--- config.mk ---
export PLATFORM = sky130hd
export DESIGN_NAME = vga_top
export DESIGN_NICKNAME = d
export VERILOG_FILES = /design/src/design/pixel_pkg.sv /design/src/design/vga_timing_pkg.sv /design/src/design/pattern_gen.sv /design/src/design/pixel_fifo.sv /design/src/design/vga_cfg_regs.sv /design/src/design/vga_scanout.sv /design/src/design/vga_sync.sv /design/src/design/vga_top.sv
export SDC_FILE = /design/constraint.sdc
export NUM_CORES = 1
export LEC_CHECK = 0
export BUFFER_PORTS_ARGS = -buffer_cell sky130_fd_sc_hd__clkbuf_2
export CAP_MARGIN = 20
export CORE_ASPECT_RATIO = 1.25
export CORE_MARGIN = 8
export CORE_UTILIZATION = 25
export DETAILED_ROUTE_END_ITERATION = 8
export PLACE_DENSITY_LB_ADDON = 0.12
export SLEW_MARGIN = 0
export SYNTH_ARGS = -nofsm -noshare
export SYNTH_HDL_FRONTEND = slang
export SYNTH_SLANG_ARGS = --single-unit
--- constraint.sdc ---
create_clock -name rst -period 4.15 [get_ports rst]
set_input_delay 0 -clock rst [delete_from_list [all_inputs] [get_ports rst]]
set_output_delay 0 -clock rst [all_outputs]
set_load 0.005 [all_outputs]
--- src/design/pixel_pkg.sv ---
//******************************
// pixel colour and pattern types
// 12 bit colour, 4 bits per channel
// fifo depth must stay a power of two
// register map is 2 bit address, 16 bit data
//******************************
`default_nettype none

package pixel_pkg;

  typedef logic [3:0] chan_t;

  // red in the top nibble, blue in the bottom one
  typedef struct packed {
    chan_t red;
    chan_t green;
    chan_t blue;
  } rgb_t;

  typedef enum logic [1:0] {
    PAT_SOLID   = 2'd0,
    PAT_BARS    = 2'd1,
    PAT_CHECKER = 2'd2
  } pat_mode_t;

  // colour bar width in columns, eight bars over the line
  localparam int BAR_WIDTH = 80;
  // column and row bit that flips the checker square
  localparam int CHECKER_BIT = 5;

  // pixel fifo entries, also the starting credit count
  localparam int FIFO_DEPTH = 8;
  // holds 0 to FIFO_DEPTH
  typedef logic [3:0] credit_t;

  typedef logic [1:0]  cfg_addr_t;
  typedef logic [15:0] cfg_data_t;

  // register addresses
  localparam cfg_addr_t ADDR_MODE   = 2'd0;
  localparam cfg_addr_t ADDR_COLOR  = 2'd1;
  localparam cfg_addr_t ADDR_STATUS = 2'd2;

endpackage

`default_nettype wire

--- src/design/vga_timing_pkg.sv ---
//******************************
// 640x480 vga timing constants
// counts are zero based and totals are exclusive ends
// four system clocks per pixel, no other modes
// sync pulses are active low
//******************************
`default_nettype none

package vga_timing_pkg;

  // horizontal counts in pixels
  localparam int PXL_VISIBLE  = 640;
  localparam int PXL_2_FPORCH = 656;
  localparam int PXL_2_SYNCH  = 752;
  localparam int PXL_TOTAL    = 800;

  // vertical counts in lines
  localparam int LINE_VISIBLE  = 480;
  localparam int LINE_2_FPORCH = 489;
  localparam int LINE_2_SYNCH  = 491;
  localparam int LINE_TOTAL    = 520;

  // system clocks per pixel
  localparam int CLKS_PER_PXL = 4;

  // active level of hsync and vsync
  localparam logic SYNC_ACT = 1'b0;

  typedef logic [9:0] col_t;
  typedef logic [9:0] row_t;

  // timing bundle from the sync generator, 24 bits
  typedef struct packed {
    logic pxl_tick;
    logic visible;
    logic hsync;
    logic vsync;
    col_t col;
    row_t row;
  } sync_t;

endpackage

`default_nettype wire

--- src/design/pattern_gen.sv ---
//******************************
// raster pattern source
// covers the 640x480 visible area only
// credit based, no ready from the fifo
// mode and colour sampled at pixel (0,0)
//******************************
`timescale 1ns/100ps
`default_nettype none

module pattern_gen (
  input  logic                 rst,
  input  logic                 clk,
  input  pixel_pkg::pat_mode_t mode,
  input  pixel_pkg::rgb_t      solid,
  input  logic                 credit_ret,
  output logic                 pix_valid,
  output pixel_pkg::rgb_t      pix
);
  import vga_timing_pkg::*;
  import pixel_pkg::*;

  credit_t   credits;
  col_t      x;
  row_t      y;
  pat_mode_t mode_q;
  rgb_t      solid_q;
  logic      at_origin;
  logic      last_x;
  logic      last_y;
  pat_mode_t mode_cur;
  rgb_t      solid_cur;

  // colour rule for one pixel
  function automatic rgb_t pat_color(pat_mode_t m, rgb_t s, col_t cx, row_t cy);
    logic [2:0] bar;
    rgb_t       c;
    bar = 3'(cx / col_t'(BAR_WIDTH));
    c   = '0;
    case (m)
      PAT_SOLID: c = s;
      PAT_BARS: begin
        c.red   = {4{bar[2]}};
        c.green = {4{bar[1]}};
        c.blue  = {4{bar[0]}};
      end
      // white where the square bits differ
      PAT_CHECKER: c = (cx[CHECKER_BIT] != cy[CHECKER_BIT]) ? '1 : '0;
      default: c = '0;
    endcase
    return c;
  endfunction

  assign at_origin = (x == '0) && (y == '0);
  assign last_x    = (x == col_t'(PXL_VISIBLE - 1));
  assign last_y    = (y == row_t'(LINE_VISIBLE - 1));

  // live settings on the first pixel of a frame, latched ones after
  assign mode_cur  = at_origin ? mode : mode_q;
  assign solid_cur = at_origin ? solid : solid_q;

  // send whenever a fifo slot is known free
  assign pix_valid = (credits != '0);
  assign pix       = pat_color(mode_cur, solid_cur, x, y);

  always_ff @(posedge rst or posedge clk) begin
    if (clk) begin
      credits <= credit_t'(FIFO_DEPTH);
      x       <= '0;
      y       <= '0;
      mode_q  <= PAT_SOLID;
      solid_q <= '0;
    end else begin
      credits <= credits - credit_t'(pix_valid) + credit_t'(credit_ret);
      if (pix_valid) begin
        if (at_origin) begin
          mode_q  <= mode;
          solid_q <= solid;
        end
        // raster order over the visible area
        x <= last_x ? '0 : x + col_t'(1);
        if (last_x) begin
          y <= last_y ? '0 : y + row_t'(1);
        end
      end
    end
  end

endmodule

`default_nettype wire

--- src/design/pixel_fifo.sv ---
//******************************
// pixel fifo, FIFO_DEPTH entries
// no overflow check, the credits prevent it
// pop on empty is ignored
// one credit back the clock after each pop
//******************************
`timescale 1ns/100ps
`default_nettype none

module pixel_fifo (
  input  logic            rst,
  input  logic            clk,
  input  logic            pix_valid,
  input  pixel_pkg::rgb_t pix,
  input  logic            pop,
  output pixel_pkg::rgb_t head,
  output logic            empty,
  output logic            credit_ret
);
  import pixel_pkg::*;

  rgb_t                          mem [FIFO_DEPTH];
  logic [$clog2(FIFO_DEPTH)-1:0] wr_ptr;
  logic [$clog2(FIFO_DEPTH)-1:0] rd_ptr;
  credit_t                       count;
  logic                          do_pop;

  assign empty  = (count == '0);
  assign head   = mem[rd_ptr];
  assign do_pop = pop && !empty;

  // storage
  always_ff @(posedge rst) begin
    if (pix_valid) begin
      mem[wr_ptr] <= pix;
    end
  end

  // pointers wrap on their own width
  always_ff @(posedge rst or posedge clk) begin
    if (clk) begin
      wr_ptr     <= '0;
      rd_ptr     <= '0;
      count      <= '0;
      credit_ret <= 1'b0;
    end else begin
      if (pix_valid) begin
        wr_ptr <= wr_ptr + 1'b1;
      end
      if (do_pop) begin
        rd_ptr <= rd_ptr + 1'b1;
      end
      count      <= count + credit_t'(pix_valid) - credit_t'(do_pop);
      // slot freed, hand the credit back
      credit_ret <= do_pop;
    end
  end

endmodule

`default_nettype wire

--- src/design/vga_cfg_regs.sv ---
//******************************
// pattern config and status regs
// write strobe, read is combinational on cfg_addr
// status bit 0 is sticky underflow, write 1 clears
// illegal mode codes are dropped
//******************************
`timescale 1ns/100ps
`default_nettype none

module vga_cfg_regs (
  input  logic                 rst,
  input  logic                 clk,
  input  logic                 cfg_wr,
  input  pixel_pkg::cfg_addr_t cfg_addr,
  input  pixel_pkg::cfg_data_t cfg_wdata,
  input  logic                 underflow,
  output pixel_pkg::cfg_data_t cfg_rdata,
  output pixel_pkg::pat_mode_t mode,
  output pixel_pkg::rgb_t      solid
);
  import pixel_pkg::*;

  logic uflow_sticky;

  always_ff @(posedge rst or posedge clk) begin
    if (clk) begin
      mode         <= PAT_SOLID;
      solid        <= '0;
      uflow_sticky <= 1'b0;
    end else begin
      if (cfg_wr && cfg_addr == ADDR_MODE) begin
        // keep the old mode on the unused code
        case (pat_mode_t'(cfg_wdata[1:0]))
          PAT_SOLID, PAT_BARS, PAT_CHECKER: mode <= pat_mode_t'(cfg_wdata[1:0]);
          default: ;
        endcase
      end
      if (cfg_wr && cfg_addr == ADDR_COLOR) begin
        solid <= rgb_t'(cfg_wdata[11:0]);
      end
      // a new underflow wins over a clear in the same clock
      if (underflow) begin
        uflow_sticky <= 1'b1;
      end else if (cfg_wr && cfg_addr == ADDR_STATUS && cfg_wdata[0]) begin
        uflow_sticky <= 1'b0;
      end
    end
  end

  // read mux, zero for unmapped addresses
  always_comb begin
    case (cfg_addr)
      ADDR_MODE:   cfg_rdata = {14'd0, mode};
      ADDR_COLOR:  cfg_rdata = {4'd0, solid};
      ADDR_STATUS: cfg_rdata = {15'd0, uflow_sticky};
      default:     cfg_rdata = '0;
    endcase
  end

endmodule

`default_nettype wire

--- src/design/vga_scanout.sv ---
//******************************
// scanout and output register
// one pop per visible pixel tick
// black outside visible, black on underflow
// every output one clock behind vga_sync
//******************************
`timescale 1ns/100ps
`default_nettype none

module vga_scanout (
  input  logic                  rst,
  input  logic                  clk,
  input  vga_timing_pkg::sync_t sync,
  input  pixel_pkg::rgb_t       head,
  input  logic                  empty,
  output logic                  pop,
  output logic                  underflow,
  output logic                  hsync,
  output logic                  vsync,
  output logic                  visible,
  output logic                  pxl_tick,
  output vga_timing_pkg::col_t  col,
  output vga_timing_pkg::row_t  row,
  output pixel_pkg::rgb_t       rgb
);
  import vga_timing_pkg::*;
  import pixel_pkg::*;

  // take the head on a visible tick
  assign pop = sync.pxl_tick && sync.visible && !empty;

  always_ff @(posedge rst or posedge clk) begin
    if (clk) begin
      pxl_tick  <= 1'b0;
      visible   <= 1'b0;
      hsync     <= ~SYNC_ACT;
      vsync     <= ~SYNC_ACT;
      col       <= '0;
      row       <= '0;
      rgb       <= '0;
      underflow <= 1'b0;
    end else begin
      pxl_tick  <= sync.pxl_tick;
      visible   <= sync.visible;
      hsync     <= sync.hsync;
      vsync     <= sync.vsync;
      col       <= sync.col;
      row       <= sync.row;
      // fifo ran dry on a visible pixel
      underflow <= sync.pxl_tick && sync.visible && empty;
      // blank follows visible clock for clock, so colour drops with it
      if (!sync.visible) begin
        rgb <= '0;
      end else if (sync.pxl_tick) begin
        rgb <= empty ? '0 : head;
      end
    end
  end

endmodule

`default_nettype wire

--- src/design/vga_sync.sv ---
//******************************
// vga timing generator, 640x480
// rst is the clock, clk the async active high reset
// pixel tick once every four clocks
// all outputs registered from the counters
//******************************
`timescale 1ns/100ps
`default_nettype none

module vga_sync (
  input  logic                  rst,
  input  logic                  clk,
  output vga_timing_pkg::sync_t sync
);
  import vga_timing_pkg::*;

  logic [1:0] cnt_clk;
  col_t       cnt_pxl;
  row_t       cnt_line;

  logic       tick_nxt;
  logic       end_pxl;
  logic       end_line;
  logic       new_line;

  logic       vis_pxl;
  logic       vis_line;
  logic       hsync_nxt;
  logic       vsync_nxt;

  // clock divider, last count of each pixel period
  assign tick_nxt = (cnt_clk == 2'(CLKS_PER_PXL - 1));

  always_ff @(posedge rst or posedge clk) begin
    if (clk) begin
      cnt_clk <= '0;
    end else if (tick_nxt) begin
      cnt_clk <= '0;
    end else begin
      cnt_clk <= cnt_clk + 2'd1;
    end
  end

  // counters step on the registered tick
  assign end_pxl  = (cnt_pxl == col_t'(PXL_TOTAL - 1));
  assign end_line = (cnt_line == row_t'(LINE_TOTAL - 1));
  assign new_line = end_pxl && sync.pxl_tick;

  always_ff @(posedge rst or posedge clk) begin
    if (clk) begin
      cnt_pxl <= '0;
    end else if (sync.pxl_tick) begin
      cnt_pxl <= end_pxl ? '0 : cnt_pxl + col_t'(1);
    end
  end

  always_ff @(posedge rst or posedge clk) begin
    if (clk) begin
      cnt_line <= '0;
    end else if (new_line) begin
      cnt_line <= end_line ? '0 : cnt_line + row_t'(1);
    end
  end

  // horizontal decode
  assign vis_pxl   = (cnt_pxl < col_t'(PXL_VISIBLE));
  assign hsync_nxt = (cnt_pxl >= col_t'(PXL_2_FPORCH) && cnt_pxl < col_t'(PXL_2_SYNCH)) ?
                     SYNC_ACT : ~SYNC_ACT;

  // vertical decode
  assign vis_line  = (cnt_line < row_t'(LINE_VISIBLE));
  assign vsync_nxt = (cnt_line >= row_t'(LINE_2_FPORCH) && cnt_line < row_t'(LINE_2_SYNCH)) ?
                     SYNC_ACT : ~SYNC_ACT;

  // output stage, one clock after the counters
  always_ff @(posedge rst or posedge clk) begin
    if (clk) begin
      sync <= '{pxl_tick: 1'b0, visible: 1'b0, hsync: ~SYNC_ACT, vsync: ~SYNC_ACT,
                col: '0, row: '0};
    end else begin
      sync.pxl_tick <= tick_nxt;
      sync.visible  <= vis_pxl && vis_line;
      sync.hsync    <= hsync_nxt;
      sync.vsync    <= vsync_nxt;
      sync.col      <= cnt_pxl;
      sync.row      <= cnt_line;
    end
  end

endmodule

`default_nettype wire

--- src/design/vga_top.sv ---
//******************************
// vga subsystem top
// rst is the clock, clk the async active high reset
// outputs two clocks after the timing counters
//******************************
`timescale 1ns/100ps
`default_nettype none

module vga_top (
  input  logic                 rst,
  input  logic                 clk,
  input  logic                 cfg_wr,
  input  pixel_pkg::cfg_addr_t cfg_addr,
  input  pixel_pkg::cfg_data_t cfg_wdata,
  output pixel_pkg::cfg_data_t cfg_rdata,
  output logic                 hsync,
  output logic                 vsync,
  output logic                 visible,
  output logic                 pxl_tick,
  output vga_timing_pkg::col_t col,
  output vga_timing_pkg::row_t row,
  output pixel_pkg::rgb_t      rgb
);
  import vga_timing_pkg::*;
  import pixel_pkg::*;

  sync_t     sync_bus;
  pat_mode_t mode;
  rgb_t      solid;
  logic      pix_valid;
  rgb_t      pix;
  logic      credit_ret;
  rgb_t      head;
  logic      empty;
  logic      pop;
  logic      underflow;

  vga_sync u_sync (
    .rst  (rst),
    .clk  (clk),
    .sync (sync_bus)
  );

  vga_cfg_regs u_regs (
    .rst       (rst),
    .clk       (clk),
    .cfg_wr    (cfg_wr),
    .cfg_addr  (cfg_addr),
    .cfg_wdata (cfg_wdata),
    .underflow (underflow),
    .cfg_rdata (cfg_rdata),
    .mode      (mode),
    .solid     (solid)
  );

  pattern_gen u_pat (
    .rst        (rst),
    .clk        (clk),
    .mode       (mode),
    .solid      (solid),
    .credit_ret (credit_ret),
    .pix_valid  (pix_valid),
    .pix        (pix)
  );

  pixel_fifo u_fifo (
    .rst        (rst),
    .clk        (clk),
    .pix_valid  (pix_valid),
    .pix        (pix),
    .pop        (pop),
    .head       (head),
    .empty      (empty),
    .credit_ret (credit_ret)
  );

  vga_scanout u_scan (
    .rst       (rst),
    .clk       (clk),
    .sync      (sync_bus),
    .head      (head),
    .empty     (empty),
    .pop       (pop),
    .underflow (underflow),
    .hsync     (hsync),
    .vsync     (vsync),
    .visible   (visible),
    .pxl_tick  (pxl_tick),
    .col       (col),
    .row       (row),
    .rgb       (rgb)
  );

endmodule

`default_nettype wire

==> reports/results.ini <==
[yosys]
synthAdderAreaFrac_pct = 3.13
async_flop_share_pct = 60.5
synth_edf_count = 96
netlist_top_cells_area = dfrtp_1, edfxtp_1, mux4_2
synth_area_um2 = 10100
synth_top_cell_by_area = dfrtp_1
synth_ff_type = dfrtp_1
synthCells = 705
ys_seq_elements = 243
yosys_warnings = 0
yosys.area.top_type_share_pct = 35.2
syn_avg_cell_area_um2 = 14.3
synth-compound-area-share_pct = 3.99
synth_simple_gate_area_share_pct = 11.0
ys_seq_area_share_pct = 65.1
yosys.cell_types.count = 58
synthMuxAreaShare_pct = 11.1
yosys.area_share.xor_xnor_pct = 2.86
synth_top_family_by_area = multiplexers

[grt]
grt_antenna_before_repair = 0
overflow = 0
grt_pass1_vias = 6208
grt_use_total_pct = 9.80
grt_pass1_wl_um = 36500
grt_max_degree = 99

[critical_path]
slowest_delay_ns = 0.58
path_class = reg -> reg
cp.arrival_ns = 3.39
critical_path_required_ns = 4.28
crit_path_cell_trace = or4_1, nor4_2, and2_4, mux2i_1, o21ai_0
path_delay_family = simple AND/OR/NAND/NOR gates
path_buf_inv = 0
worst_setup_path_start_kind = register
regToRegSetupSlack_ns = 0.89
critPathCaptureType = register
slowest_stage = or4_1
cp_max_fo = 18

[route]
wl_um = 22900
vias = 5733
via_per_inst = 4.31
drtPass1Iterations = 4
drc = 0
final_antenna_net_count = 0
drt_iter0_drc = 202
wl_per_cell_um = 17.2

[sta]
finalCritPeriodShare_pct = 78.5
whs_ns = 0.201
finalMaxSlewViolations = 0
setup_slack_ns = 0.893
worst_clock_skew_ns = 0.0239
worst_slew_margin_rel_pct = 35.3
setup_viol_count_final = 0
fin_setup_tns_ns = 0
final_period_minus_worst_setup_slack_ns = 3.26
rsz0062_at_grt = false
hold_viol_final = 0
tightest_slew_ns = 0.961
fmax_ghz = 0.307

[final_layout]
final_cells = 1329
final_cell_mix = dfrtp_1, edfxtp_1, clkbuf_2, nand2_1, o21ai_0
syn_to_final_growth_pct = 20.7
layout-drive-gt1-share_pct = 24.0
diodes = 0
n_fill_cell = 4036
finish.instance_area_um2 = 12200
fin_nets = 849
layout_commonest_cell = dfrtp_1
final_util_pct = 30.5

[clocking]
cts.sink_count = 243
cts_setup_buffers = 0
cts-root-buf = clkbuf_16
ctsResizeCount = 0
cts.clk_slew.worst_paths_ns = 0.06
cts_htree_levels = 1
cts_inserted_buffers = 28
clk_path_buf_depth = 3
clk_latency_ns = 0.55
cts_tree = yes

[pwr]
power.leakage_nw = 5.02
power_mw = 5.33
ir_drop_uv = 273
powerDensity_nw_per_um2 = 437

[placed_design]
port_buffers = 64
dpl-instance-area_um2 = 11000
pre_cts_ws_ns = 0.802
placed_cells_incl_taps = 1261
gp_congestion = 0.685
dpl.hpwl_um = 15000

[floorplan]
dieArea_um2 = 47100
die_height_um = 241
coreArea_um2 = 39900
io_pins = 73
rows = 82
chipWidth_um = 196
initial_utilization_pct = 25.3

[run_status]
status = finished, final reports clean

[flow_run]
maxCapViolCount = 0

[hold_path]
hold_path.class = in -> async

## worst paths after layout
path,start,to,depth (start not counted)
worst min register to register,u_sync.sync[12],u_scan.col[2],0
worst max register to register,u_pat.x[9],u_fifo.mem[6][4],5
min in group rst,cfg_wdata[3],u_regs.solid[3],3
worst min-delay path,clk,u_sync.cnt_line[5],3
worst max-delay path,u_pat.x[9],u_fifo.mem[6][4],5
max in group asynchronous,clk,u_pat.credits[3],4
## where the power goes
group / internal (mW) / switching (mW) / leakage (nW)
Sequential: 2.56 / 0.0348 / 2.82
Clock: 1.56 / 0.987 / 0.485
Combinational: 0.0650 / 0.116 / 1.72
Total: 4.19 / 1.14 / 5.02
## repair_timing
action / CTS / global route
hold buffers: 17 / 0
hold endpoints to repair: 107 / 0
setup endpoints to repair: 0 / 0
## kinds of logic after synthesis
kind of cell	after synthesis
buf+inv	58
mux	75
simple gates	201
other cells	1
flops	243
xor+xnor	33
compound gates	70
fa+ha+maj	24
## layout make-up
type | instances | area [µm²] | area share, %
Sequential cell | 243 | 6570 | 53.9
Clock buffer | 43 | 902 | 7.41
Inverter | 28 | 110 | 0.904
Multi-Input combinational cell | 407 | 3290 | 27.0
Clock inverter | 8 | 82.6 | 0.678
Tap cell | 504 | 631 | 5.18
Timing Repair Buffer | 96 | 603 | 4.95
## metal layers
layer | vias up | part of all wire, % | wire length (µm) | track usage (%)
li1 | 2745 | - | - | -
met1 | 2871 | 44 | 10100 | 12.2
met2 | 93 | 50 | 11500 | 17.3
met3 | 24 | 4.4 | 1020 | 2.09
met4 | 0 | 1.3 | 291 | 2.23
met5 | - | 0 | 0 | 0
## synth_stat cells (17+ instances only)
master and number:
nor2_1 33, edfxtp_1 96, inv_1 27, nand3_1 23, dfrtp_1 142, mux4_2 24
mux2i_1 24, o21ai_0 40, xnor2_1 22, nand2_1 52, clkbuf_1 17, mux2_2 17
ha_1 22
## worst reg2reg max path: stages, from the launching register on
cell and delay (ns):
dfrtp_1 0.46, or4_1 0.58, nor4_2 0.36, and2_4 0.43, mux2i_1 0.54, o21ai_0 0.48
## state kept, by name (all words and copies together) (netlist names), 2 cells and up
name	count
u_fifo.count	4
u_fifo.mem	96
u_fifo.rd_ptr	3
u_fifo.wr_ptr	3
u_pat.credits	4
u_pat.mode_q	2
u_pat.solid_q	12
u_pat.x	10
u_pat.y	10
u_regs.mode	2
u_regs.solid	12
u_scan.col	10
u_scan.rgb	12
u_scan.row	10
u_sync.cnt_clk	2
u_sync.cnt_line	10
u_sync.cnt_pxl	10
u_sync.sync	24
Power figures use the tool's default switching activity.
